--- config.mk ---
export PLATFORM = sky130hd
export DESIGN_NAME = mac_client_top
export DESIGN_NICKNAME = d
export VERILOG_FILES = /design/src/gmii_pkg.sv /design/src/client_pkg.sv /design/src/queue_if.sv /design/src/word_queue.sv /design/src/rx_word_packer.sv /design/src/tx_frame_stager.sv /design/src/tx_byte_serializer.sv /design/src/mac_client_top.sv
export SDC_FILE = /design/constraint.sdc
export NUM_CORES = 2
export LEC_CHECK = 0
export ABC_AREA = 0
export BUFFER_PORTS_ARGS = -buffer_cell sky130_fd_sc_hd__buf_2
export CORE_MARGIN = 4
export CORE_UTILIZATION = 60
export DETAILED_ROUTE_END_ITERATION = 10
export PLACE_DENSITY = 0.76
export SLEW_MARGIN = 10
export SYNTH_ARGS = -nofsm -noshare
export SYNTH_HDL_FRONTEND = slang
export SYNTH_SLANG_ARGS = --single-unit
export TNS_END_PERCENT = 10
--- constraint.sdc ---
create_clock -name ethRXclock -period 9.65 [get_ports ethRXclock]
set_input_delay 0 -clock ethRXclock [delete_from_list [all_inputs] [get_ports ethRXclock]]
set_output_delay 0 -clock ethRXclock [all_outputs]
set_load 0.05 [all_outputs]
--- src/gmii_pkg.sv ---
`default_nettype none

// ------------------------------------------------------------
// MAC byte stream definitions
// ------------------------------------------------------------

package gmii_pkg;

  // Width of one byte on the MAC client interface
  localparam int BYTE_W = 8;

  // One byte as it moves between the MAC and the client logic
  typedef logic [BYTE_W-1:0] byte_t;

endpackage

`default_nettype wire

--- src/client_pkg.sv ---
`default_nettype none

// ------------------------------------------------------------
// Client word definitions
// ------------------------------------------------------------

package client_pkg;

  // Bytes packed into one client word
  localparam int BYTES_PER_WORD = 8;

  typedef logic [BYTES_PER_WORD*gmii_pkg::BYTE_W-1:0] word_t;

  // Byte position inside a word
  typedef logic [$clog2(BYTES_PER_WORD)-1:0] byte_idx_t;

  // Receive sideband, byte count runs 0 to 8
  typedef struct packed {
    logic       last_word;
    logic       good;
    logic       bad;
    logic       spare;
    logic [3:0] byte_cnt;
  } rx_status_t;

  // Transmit sideband
  typedef struct packed {
    logic       last_word;
    logic [3:0] spare;
    byte_idx_t  last_idx;
  } tx_status_t;

  // Queue sideband byte, decoded per direction
  typedef union packed {
    rx_status_t rx;
    tx_status_t tx;
  } queue_aux_u;

endpackage

`default_nettype wire

--- src/queue_if.sv ---
`timescale 1ns/1ps
`default_nettype none

// One word queue link with a valid/ready handshake
interface queue_if;

  client_pkg::word_t      bits;
  client_pkg::queue_aux_u aux;
  logic                   val;
  logic                   rdy;

  // Side that offers words
  modport producer (
    output bits,
    output aux,
    output val,
    input  rdy
  );

  // Side that takes words
  modport consumer (
    input  bits,
    input  aux,
    input  val,
    output rdy
  );

endinterface

`default_nettype wire

--- src/word_queue.sv ---
`timescale 1ns/1ps
`default_nettype none

// First-word-fall-through queue of words plus sideband
module word_queue #(
  parameter int DEPTH_LOG2 = 4
) (
  input  logic     ethRXclock,
  input  logic     reset_eth,
  queue_if.consumer enq,
  queue_if.producer deq
);

  localparam int DEPTH = 2**DEPTH_LOG2;

  client_pkg::word_t      mem_bits [DEPTH];
  client_pkg::queue_aux_u mem_aux  [DEPTH];

  logic [DEPTH_LOG2-1:0] wr_ptr;
  logic [DEPTH_LOG2-1:0] rd_ptr;
  logic [DEPTH_LOG2:0]   count;
  logic                  full;
  logic                  empty;
  logic                  do_wr;
  logic                  do_rd;

  // Count reaches DEPTH only when full, so the top bit flags it
  assign full  = count[DEPTH_LOG2];
  assign empty = (count == '0);

  assign do_wr = enq.val & ~full;
  assign do_rd = deq.rdy & ~empty;

  assign enq.rdy  = ~full;
  assign deq.val  = ~empty;
  assign deq.bits = mem_bits[rd_ptr];
  assign deq.aux  = mem_aux[rd_ptr];

  // ------------------------------------------------------------
  // Pointers and occupancy
  // ------------------------------------------------------------
  always_ff @(posedge ethRXclock or posedge reset_eth)
  begin
    if (reset_eth)
    begin
      wr_ptr <= '0;
      rd_ptr <= '0;
      count  <= '0;
    end
    else
    begin
      if (do_wr)
        wr_ptr <= wr_ptr + 1'b1;
      if (do_rd)
        rd_ptr <= rd_ptr + 1'b1;
      case ({do_wr, do_rd})
        2'b10:   count <= count + 1'b1;
        2'b01:   count <= count - 1'b1;
        default: count <= count;
      endcase
    end
  end

  // Storage array
  always_ff @(posedge ethRXclock)
  begin
    if (do_wr)
    begin
      mem_bits[wr_ptr] <= enq.bits;
      mem_aux[wr_ptr]  <= enq.aux;
    end
  end

endmodule

`default_nettype wire

--- src/rx_word_packer.sv ---
`timescale 1ns/1ps
`default_nettype none

// Packs received MAC bytes into client words, byte 0 in the low byte
module rx_word_packer (
  input  logic             ethRXclock,
  input  logic             reset_eth,
  input  gmii_pkg::byte_t  rx_data,
  input  logic             rx_data_valid,
  input  logic             rx_good_frame,
  input  logic             rx_bad_frame,
  queue_if.producer        words
);

  client_pkg::byte_idx_t  cnt;
  client_pkg::word_t      asm_bits;
  client_pkg::word_t      asm_next;
  client_pkg::word_t      out_bits;
  client_pkg::queue_aux_u out_aux;
  logic                   out_val;
  logic                   frame_end;
  logic                   word_full;

  assign frame_end = rx_good_frame | rx_bad_frame;
  assign word_full = rx_data_valid & (cnt == '1);

  // Drop the incoming byte into its lane
  always_comb
  begin
    asm_next = asm_bits;
    if (rx_data_valid)
      asm_next[cnt*gmii_pkg::BYTE_W +: gmii_pkg::BYTE_W] = rx_data;
  end

  // ------------------------------------------------------------
  // Byte counter and assembly register
  // ------------------------------------------------------------
  always_ff @(posedge ethRXclock or posedge reset_eth)
  begin
    if (reset_eth)
    begin
      cnt      <= '0;
      asm_bits <= '0;
      out_val  <= 1'b0;
    end
    else
    begin
      // Single-cycle offer, the queue is never waited on
      out_val <= word_full | frame_end;
      if (frame_end)
      begin
        cnt      <= '0;
        asm_bits <= '0;
      end
      else if (rx_data_valid)
      begin
        cnt      <= cnt + 1'b1;
        asm_bits <= word_full ? '0 : asm_next;
      end
    end
  end

  // Outgoing word and status
  always_ff @(posedge ethRXclock)
  begin
    if (word_full)
    begin
      out_bits   <= asm_next;
      out_aux.rx <= '{last_word: 1'b0, good: 1'b0, bad: 1'b0, spare: 1'b0,
                      byte_cnt: 4'(client_pkg::BYTES_PER_WORD)};
    end
    else if (frame_end)
    begin
      // End word carries the pending bytes, zero of them on a word boundary
      out_bits   <= asm_bits;
      out_aux.rx <= '{last_word: 1'b1, good: rx_good_frame, bad: rx_bad_frame,
                      spare: 1'b0, byte_cnt: {1'b0, cnt}};
    end
  end

  assign words.bits = out_bits;
  assign words.aux  = out_aux;
  assign words.val  = out_val;

endmodule

`default_nettype wire

--- src/tx_frame_stager.sv ---
`timescale 1ns/1ps
`default_nettype none

// Store and forward stage, a frame leaves only once its last word is in
module tx_frame_stager #(
  parameter int DEPTH_LOG2 = 3
) (
  input  logic      ethRXclock,
  input  logic      reset_eth,
  queue_if.consumer client,
  queue_if.producer release_q
);

  queue_if stage_in ();
  queue_if stage_out ();

  logic frame_done;
  logic last_in;

  // ------------------------------------------------------------
  // Staging queue
  // ------------------------------------------------------------
  assign stage_in.bits = client.bits;
  assign stage_in.aux  = client.aux;
  assign stage_in.val  = client.val;
  assign client.rdy    = stage_in.rdy;

  word_queue #(
    .DEPTH_LOG2 (DEPTH_LOG2)
  ) u_stage_queue (
    .ethRXclock (ethRXclock),
    .reset_eth  (reset_eth),
    .enq        (stage_in.consumer),
    .deq        (stage_out.producer)
  );

  // Last word of a frame accepted from the client
  assign last_in = client.val & stage_in.rdy & client.aux.tx.last_word;

  always_ff @(posedge ethRXclock or posedge reset_eth)
  begin
    if (reset_eth)
      frame_done <= 1'b0;
    else if (last_in)
      frame_done <= 1'b1;
    else if (frame_done && !stage_out.val)
      frame_done <= 1'b0;
  end

  // Gate the staging output until a complete frame is held
  assign release_q.bits = stage_out.bits;
  assign release_q.aux  = stage_out.aux;
  assign release_q.val  = frame_done & stage_out.val;
  assign stage_out.rdy  = frame_done & release_q.rdy;

endmodule

`default_nettype wire

--- src/tx_byte_serializer.sv ---
`timescale 1ns/1ps
`default_nettype none

// Splits queued words into MAC bytes, first byte of a frame waits for ack
module tx_byte_serializer (
  input  logic            ethRXclock,
  input  logic            reset_eth,
  queue_if.consumer       words,
  input  logic            tx_ack,
  output gmii_pkg::byte_t tx_data,
  output logic            tx_data_valid
);

  client_pkg::tx_status_t head_stat;
  client_pkg::byte_idx_t  idx;
  logic                   in_frame;
  logic                   advance;
  logic                   word_done;

  assign head_stat = words.aux.tx;

  // Step while in a frame, or when the MAC takes byte 0
  assign advance   = words.val & (in_frame | tx_ack);
  assign word_done = advance & (idx == head_stat.last_idx);

  // Pop the head word on its last byte
  assign words.rdy = word_done;

  // ------------------------------------------------------------
  // Byte output
  // ------------------------------------------------------------
  assign tx_data_valid = words.val;
  assign tx_data       = words.bits[idx*gmii_pkg::BYTE_W +: gmii_pkg::BYTE_W];

  // ------------------------------------------------------------
  // Frame state and byte index
  // ------------------------------------------------------------
  always_ff @(posedge ethRXclock or posedge reset_eth)
  begin
    if (reset_eth)
    begin
      in_frame <= 1'b0;
      idx      <= '0;
    end
    else if (word_done)
    begin
      idx <= '0;
      // Back to waiting for ack after the frame's last word
      in_frame <= ~head_stat.last_word;
    end
    else if (advance)
    begin
      idx      <= idx + 1'b1;
      in_frame <= 1'b1;
    end
  end

endmodule

`default_nettype wire

--- src/mac_client_top.sv ---
`timescale 1ns/1ps
`default_nettype none

// Client side of the gigabit MAC wrapper, receive and transmit paths
module mac_client_top #(
  parameter int RX_DEPTH_LOG2    = 4,
  parameter int TX_DEPTH_LOG2    = 4,
  parameter int STAGE_DEPTH_LOG2 = 3
) (
  input  logic                  ethRXclock,
  input  logic                  reset_eth,

  // Receive client side
  output client_pkg::word_t     rxq_bits,
  output logic [3:0]            rxq_byte_cnt,
  output logic                  rxq_last_word,
  output logic                  rxq_good,
  output logic                  rxq_bad,
  output logic                  rxq_val,
  input  logic                  rxq_rdy,

  // Transmit client side
  input  client_pkg::word_t     txq_bits,
  input  client_pkg::byte_idx_t txq_last_idx,
  input  logic                  txq_last_word,
  input  logic                  txq_val,
  output logic                  txq_rdy,

  // MAC side
  input  gmii_pkg::byte_t       rx_data,
  input  logic                  rx_data_valid,
  input  logic                  rx_good_frame,
  input  logic                  rx_bad_frame,
  input  logic                  tx_ack,
  output gmii_pkg::byte_t       tx_data,
  output logic                  tx_data_valid
);

  queue_if rx_link ();
  queue_if rx_out ();
  queue_if tx_in ();
  queue_if tx_link ();
  queue_if tx_out ();

  client_pkg::tx_status_t tx_stat;

  // ------------------------------------------------------------
  // Receive path
  // ------------------------------------------------------------
  rx_word_packer u_rx_packer (
    .ethRXclock    (ethRXclock),
    .reset_eth     (reset_eth),
    .rx_data       (rx_data),
    .rx_data_valid (rx_data_valid),
    .rx_good_frame (rx_good_frame),
    .rx_bad_frame  (rx_bad_frame),
    .words         (rx_link.producer)
  );

  word_queue #(.DEPTH_LOG2(RX_DEPTH_LOG2)) u_rx_queue (
    .ethRXclock (ethRXclock),
    .reset_eth  (reset_eth),
    .enq        (rx_link.consumer),
    .deq        (rx_out.producer)
  );

  assign rxq_bits      = rx_out.bits;
  assign rxq_byte_cnt  = rx_out.aux.rx.byte_cnt;
  assign rxq_last_word = rx_out.aux.rx.last_word;
  assign rxq_good      = rx_out.aux.rx.good;
  assign rxq_bad       = rx_out.aux.rx.bad;
  assign rxq_val       = rx_out.val;
  assign rx_out.rdy    = rxq_rdy;

  // ------------------------------------------------------------
  // Transmit path
  // ------------------------------------------------------------
  assign tx_stat    = '{last_word: txq_last_word, spare: 4'd0, last_idx: txq_last_idx};
  assign tx_in.bits = txq_bits;
  assign tx_in.aux  = tx_stat;
  assign tx_in.val  = txq_val;
  assign txq_rdy    = tx_in.rdy;

  tx_frame_stager #(.DEPTH_LOG2(STAGE_DEPTH_LOG2)) u_tx_stager (
    .ethRXclock (ethRXclock),
    .reset_eth  (reset_eth),
    .client     (tx_in.consumer),
    .release_q  (tx_link.producer)
  );

  word_queue #(.DEPTH_LOG2(TX_DEPTH_LOG2)) u_tx_queue (
    .ethRXclock (ethRXclock),
    .reset_eth  (reset_eth),
    .enq        (tx_link.consumer),
    .deq        (tx_out.producer)
  );

  tx_byte_serializer u_tx_serializer (
    .ethRXclock    (ethRXclock),
    .reset_eth     (reset_eth),
    .words         (tx_out.consumer),
    .tx_ack        (tx_ack),
    .tx_data       (tx_data),
    .tx_data_valid (tx_data_valid)
  );

endmodule

`default_nettype wire

[After elaboration in Yosys (flattened, before gate mapping)]
Memory sizes are Yosys's and may differ from the RTL's.
Cells that the tools add are included.
Storage, ports and cells
  word-level logic and storage cells: 106
  memories kept: 6
  output and inout port bits: 82
  flip-flop bits (word level): 180
  input bits: 84
  RAM bits: 2832
Operators by class
  shifts and indexed selects: 3
  muxes and demuxes: 24
  eq/ne operators: 8
  bitwise gates (word level): 22
  reductions and logical operators: 11
  add/sub/neg operators: 15
Memory list
  u_rx_queue.mem_bits: depth 16, width 64, read ports 1, clocked after memory_dff 0, write ports 1, RTL line word_queue.sv:16  | client_pkg::word_t mem_bits [DEPTH];
  u_tx_queue.mem_bits: depth 16, width 64, read ports 1, clocked after memory_dff 0, write ports 1, RTL line word_queue.sv:16
  u_tx_stager.u_stage_queue.mem_bits: depth 8, width 64, read ports 1, clocked after memory_dff 0, write ports 1, RTL line word_queue.sv:16
  u_tx_queue.mem_aux: depth 16, width 8, read ports 1, clocked after memory_dff 0, write ports 1, RTL line word_queue.sv:17  | client_pkg::queue_aux_u mem_aux [DEPTH];
  u_rx_queue.mem_aux: depth 16, width 7, read ports 1, clocked after memory_dff 0, write ports 1, RTL line word_queue.sv:17
  u_tx_stager.u_stage_queue.mem_aux: depth 8, width 4, read ports 1, clocked after memory_dff 0, write ports 1, RTL line word_queue.sv:17
Operator list (number)
  $mux 64: 6
  $bwmux 64: 1
  $shift 8x34->64 const A: 1
  $shiftx 64x7->8: 1
  $shiftx 8x34->64: 1
  $neg 6->34: 1
  $add 4x1->4 const B: 5
  $pmux 5 s2: 2
  $reduce_bool 2->1: 7
  $add 3x1->3 const B: 4
  $and 1x1->1: 12
  $mux 3: 4
  $add 5x1->5 const B: 2
  $logic_not 5->1: 2
  $mux 1: 10
  $sub 5x1->5 const B: 2
  $pmux 4 s2: 1
  $not 1->1: 7
  $eq 2x1->1 const B: 3
  $eq 2x2->1 const B: 3
  $logic_not 4->1: 1
  $sub 4x1->4 const B: 1
  $eq 3x3->1: 1
  $eq 3x3->1 const B: 1
  2 further kinds: 4

[Logic depth before layout (Yosys ltp)]
  word-level depth: 7
  depth in mapped cells: 19
  depth with buffers taken out: 16

[Hierarchy]
From an unflattened synthesis, not the netlist that was laid out.
Unflattened totals
  cells, all modules: 5839
  area total of the unflattened synthesis: 118880.3 sq um
Modules (own cells, without submodules)
  word_queue (u_rx_queue ...): cells an instance 2231, area an instance 44833.0 sq um, instances 2, seq. area each 34918.5 sq um
  word_queue (u_tx_stager.u_stage_queue): cells an instance 898, area an instance 22419.0 sq um, instances 1, seq. area each 17546.8 sq um
  rx_word_packer: cells an instance 416, area an instance 5936.9 sq um, instances 1, seq. area each 3763.6 sq um
  tx_byte_serializer: cells an instance 57, area an instance 803.3 sq um, instances 1, seq. area each 100.1 sq um
  tx_frame_stager: cells an instance 5, area an instance 51.3 sq um, instances 1, seq. area each 25.0 sq um
  mac_client_top: cells an instance 1, area an instance 3.8 sq um, instances 1, seq. area each 0.0 sq um

[Worst setup path before layout]
OpenSTA, ideal clock, no wires.
  kind: register -> register
  from: register u_tx_stager.u_stage_queue.count[3]
  to: memory u_tx_stager.u_stage_queue.mem_aux[0][0] (netlist name) (enable)
  buffers on the path: 0
  stages on the path, launching flop included: 4
  path slack: 1.719 ns
  data arrival time: 7.270 ns
  clock period less this slack: 7.931 ns
  required time: 8.989 ns
  library setup time: 0.661 ns
  cells stage by stage: dfrtp_1 -> nor2b_1 -> inv_1 -> nor4_1
Between the ends
  word-level cells in the longest chain between the ends: 4
RTL lines
  start, declared: RTL line word_queue.sv:21  | logic [DEPTH_LOG2:0] count;
  start signal, assigned: RTL line word_queue.sv:57  | 2'b10: count <= count + 1'b1;
  start signal, assigned: RTL line word_queue.sv:58  | 2'b01: count <= count - 1'b1;
  start signal, assigned: RTL line word_queue.sv:59  | default: count <= count;
  $not 1->1: RTL line word_queue.sv:31  | assign do_wr = enq.val & ~full;
  $and 1x1->1: RTL line word_queue.sv:31
  $mux 1: RTL line word_queue.sv:67  | if (do_wr)
  $mux 1 (implied by the code): RTL line word_queue.sv:70  | mem_aux[wr_ptr] <= enq.aux;
  end, declared: RTL line word_queue.sv:17
No other way between the ends.

[Final worst setup path]
  from: register u_tx_queue.rd_ptr[0]
  to: output port tx_data[6]
Between the ends
  word-level cells in the longest chain between the ends: 2
RTL lines
  start, declared: RTL line word_queue.sv:20  | logic [DEPTH_LOG2-1:0] rd_ptr;
  start signal, assigned: RTL line word_queue.sv:55  | rd_ptr <= rd_ptr + 1'b1;
  $mem_v2 16x64
  $shiftx 64x7->8: RTL line tx_byte_serializer.sv:33  | assign tx_data = words.bits[idx*gmii_pkg::BYTE_W +: gmii_pkg::BYTE_W];
  end, declared: RTL line mac_client_top.sv:35  | output gmii_pkg::byte_t tx_data,
No other way between the ends.

==> impl_summary.log <==
INFO  metric timing.critical_path.slowest_stage_cell = dfrtp_4
INFO  metric worst_path_cell_chain = buf_4 > buf_4 > mux4_2 > mux4_2 > mux4_2 > mux2_2 > buf_2
INFO  metric ir_worst_vdd = around 380 uV
INFO  metric routed_wire_length_per_instance = between 30 and 40 um
INFO  metric initial_antenna_violation_count = 15
INFO  metric postCtsResizedCells = 0
INFO  metric worstReg2RegStart = u_tx_queue.rd_ptr[2]
INFO  metric groute.layer.met2.usage = 0.431
INFO  metric gp_routability_congestion = around 0.76
INFO  metric grtUsageTotal = 0.279
INFO  metric post-cts-setup-buffer-count = 0
INFO  metric grt_setup_unrepaired = false
INFO  metric clk_latency = 0.93 ns
INFO  metric synthesized_area = approximately 0.11 sq mm
INFO  metric share_of_yosys_cell_area_claimed_by_the_top_area_cell_type = 0.759
INFO  metric horizontal_die_dimension = 440 um
INFO  metric place.detailed.hpwl = around 120000 um
INFO  metric fillers = 10700
INFO  metric timing.critical_path.fanout_max = 47
INFO  metric synth_cells = 4546
INFO  metric power.static_leakage = 40.7 nW
INFO  metric totalNegativeSetupSlack = 0 ns
INFO  metric seq_area_frac_synth = 0.785
INFO  metric setup.worst_path.class = register to output port
INFO  metric timing.final.crit_period = around 5.8 ns
INFO  metric synth.lib_cells_used.distinct = 43
INFO  metric timing.clock.skew = approximately 0.05 ns
INFO  metric outcome = completed
INFO  metric drt_pass1_iterations = 5
INFO  metric timing.max_slew.rel_slack = 0.157
INFO  metric timing.final.crit_share = 0.603
INFO  metric clock_edge_transition_at_the_registers_on_the_reported_setup_and_hold_paths = ~0.060 ns
INFO  metric worst_setup_path_startpoint = u_tx_queue.rd_ptr[0]
INFO  metric fmaxAchievable = 172 MHz
INFO  metric postSynthAreaPerCell = 24.6 sq um
INFO  metric ant_nets = 0
INFO  metric cts.htree.levels = 5
INFO  metric ys_seq_elements = slightly below 3000
INFO  metric grt_use_met1 = 0.403
INFO  metric power_density = around 320 mW/mm^2
INFO  metric worst_ep_arrival_time = 5.82 ns
INFO  metric total_power = 40.5 mW
INFO  metric worstPathRequired = 9.65 ns
INFO  metric postRouteWirelength = 264000 um
INFO  metric detailroute.via_count = 52700
INFO  metric gr-total-overflow = 0
INFO  metric finalHoldViolCount = 0
INFO  metric critPathLaunchType = register
INFO  metric drive_above_1_share = 0.320
INFO  metric tritoncts.num_buffers = 297
INFO  metric io-pin-count = 166
INFO  metric syn-num-nets = roughly 4700
INFO  metric area_growth_syn_to_layout = 13.2%
INFO  metric core_area = 0.185 sq mm
INFO  metric fp.dieArea = 0.194 sq mm
INFO  metric most_numerous_cell_on_the_critical_path = mux4_2
INFO  metric setup.worst_path.end_class = output port
INFO  metric root_buffer_master = clkbuf_16
INFO  metric post_synth_main_area_contributors = edfxtp_1 (76%), mux4_2 (17%), dfrtp_1 (2.4%)
INFO  metric floorplan.initialDensity = 0.604
INFO  metric grt_most_used_layer = met2
INFO  metric use_met3 = 0.0650
INFO  metric max_slew.worst_pin.slew = 1.26 ns
INFO  metric io_buffers = around 170
INFO  metric count_of_maximum_capacitance_violations = 0
INFO  metric detail_route.drc_violations = 0
INFO  metric fin_nets = 5160
INFO  metric die_span_in_y = roughly 440 um
INFO  metric yosys_warnings = 0
INFO  metric drt_iter0_markers = 7783
INFO  metric cts_tree = done
INFO  metric vias_per_instance = 6.80
INFO  metric maxSlewViolCount = 0
INFO  metric final_cell_mix = edfxtp_1 (2832), mux4_2 (842), clkbuf_16 (304)
INFO  metric r2r_slack = 4.54 ns
INFO  metric grt_start_max_net_pins = 174
INFO  metric cpPeakStageDelay = 1.00 ns
INFO  metric cts-root-to-sink-buffers = 4
INFO  metric hp-start = rx_bad_frame
INFO  metric mostFrequentLayoutCell = edfxtp_1
INFO  metric timing.hold.worst.class = input port to register
INFO  metric timing.final.setup_violations = 0
INFO  metric first_global_vias = 54900
INFO  metric grt_first_pass_wirelength = roughly 380000 um
INFO  metric fp-row-count = between 150 and 200
INFO  metric synth_largest_area_cell = edfxtp_1
INFO  metric cts.sink_count = a little under 3000
INFO  metric ctsHoldBuffers = 159
==> cell families after synthesis <==
group                    after synthesis  synth area share
multiplexers                         998             0.185
AND/OR/NAND/NOR                      172           0.00702
AO/OA/AOI/OAI                        109           0.00733
flip-flops                          2948             0.785
XOR/XNOR                              34           0.00266
buffers and inverters                254           0.00934
adder cells (fa/ha/maj)               31           0.00367
==> area by class of cell <==
| type | instances | area [sq um] | area share |
|---|---|---|---|
| sequential | 2948 | 88000 | 0.694 |
| antenna | 7 | 17.5 | 0.000138 |
| clock buffer | 395 | 8020 | 0.0633 |
| tap | 2480 | 3100 | 0.0245 |
| timing repair buffer | 424 | 3220 | 0.0254 |
| clock inverter | 114 | 1020 | 0.00803 |
| multi-input combinational | 1344 | 23300 | 0.184 |
| inverter | 30 | 115 | 0.000908 |
==> report_power, final <==
group          internal (mW)  leakage (nW)  switching [mW]
Clock                   6.30          4.39            4.65
Sequential              16.6          27.4           0.896
Combinational           4.73          8.96            7.35
==> flip-flops by register name, summed over array words and instances (netlist names) <==
signal / cells
u_tx_queue.mem_aux: 64
u_tx_stager.u_stage_queue.mem_bits: 512
u_tx_stager.u_stage_queue.rd_ptr: 3
u_rx_packer.words.val: 1
u_tx_queue.mem_bits: 1024
u_tx_queue.rd_ptr: 4
u_rx_packer.words.aux: 7
u_rx_packer.words.bits: 64
u_tx_stager.u_stage_queue.count: 4
u_rx_queue.count: 5
u_tx_queue.count: 5
u_rx_queue.mem_aux: 112
u_rx_queue.mem_bits: 1024
u_rx_packer.cnt: 3
u_tx_queue.wr_ptr: 4
u_tx_stager.u_stage_queue.wr_ptr: 3
u_tx_stager.u_stage_queue.mem_aux: 32
u_rx_queue.wr_ptr: 4
u_rx_packer.asm_bits: 64
u_tx_serializer.idx: 3
u_tx_serializer.in_frame: 1
u_rx_queue.rd_ptr: 4
u_tx_stager.frame_done: 1
==> cell usage after synthesis <==
| cell | instances |
|---|---|
| a21o_1 | 6 |
| a21oi_1 | 12 |
| a22o_1 | 60 |
| a31oi_1 | 1 |
| a32o_1 | 4 |
| and2_1 | 2 |
| and3_1 | 4 |
| and3b_1 | 1 |
| buf_1 | 51 |
| buf_2 | 53 |
| buf_4 | 3 |
| buf_6 | 2 |
| clkbuf_1 | 115 |
| dfrtp_1 | 109 |
| dfxtp_1 | 7 |
| edfxtp_1 | 2832 |
| fa_1 | 3 |
| ha_1 | 28 |
| inv_1 | 30 |
| mux2_2 | 141 |
| mux2i_1 | 15 |
| mux4_2 | 842 |
| nand2_1 | 54 |
| nand2b_1 | 10 |
| nand3_1 | 8 |
| nand3b_1 | 2 |
| nand4_1 | 3 |
| nor2_1 | 58 |
| nor2b_1 | 2 |
| nor3_1 | 14 |
| nor3b_1 | 3 |
| nor4_1 | 3 |
| nor4b_1 | 1 |
| o21a_1 | 4 |
| o21ai_0 | 15 |
| o21ai_1 | 6 |
| o41ai_1 | 1 |
| or2_2 | 2 |
| or3_1 | 2 |
| or3b_2 | 2 |
| or4_1 | 1 |
| xnor2_1 | 21 |
| xor2_1 | 13 |
==> per-stage QoR <==
stage               hold WS, ns  setup slack, ns  instances  instance area [sq um]   util
finish                   0.0665             3.83       7742                 127000  0.683
global placement          0.244             4.72       7067                 116000  0.626
detailed placement        0.254             4.66       7067                 116000  0.626
global route             0.0454             3.41       7741                 127000  0.683
CTS                     0.00233             3.65       7735                 127000  0.683
floorplan                0.0989             1.72       4546                 112000      -
==> worst paths after layout <==
check	endpoint	cells after the start
worst max-delay path	tx_data[6]	7
worst min-delay path	u_rx_packer.cnt[1]	4
worst max register to register	u_tx_queue.count[4]	17
worst min register to register	u_rx_packer.asm_bits[50]	1
max in group asynchronous	u_tx_queue.rd_ptr[2]	5
min in group asynchronous	u_rx_queue.wr_ptr[2]	4
==> worst max-delay path: cells and delay by family (launching register included) <==
family,cells,cell delay [ns]
DFF,1,1.00
buffers and inverters,3,1.83
muxes,4,1.95
==> layer usage <==
layer | share of wire | up-vias | routed length, um
met4 | 0.033 | 10 | 8680
met1 | 0.37 | 28100 | 97700
li1 | - | 20500 | -
met2 | 0.49 | 3572 | 129000
met5 | 0.00023 | - | 61
met3 | 0.11 | 500 | 28600
No activity file was read; power rests on OpenSTA's default activity.
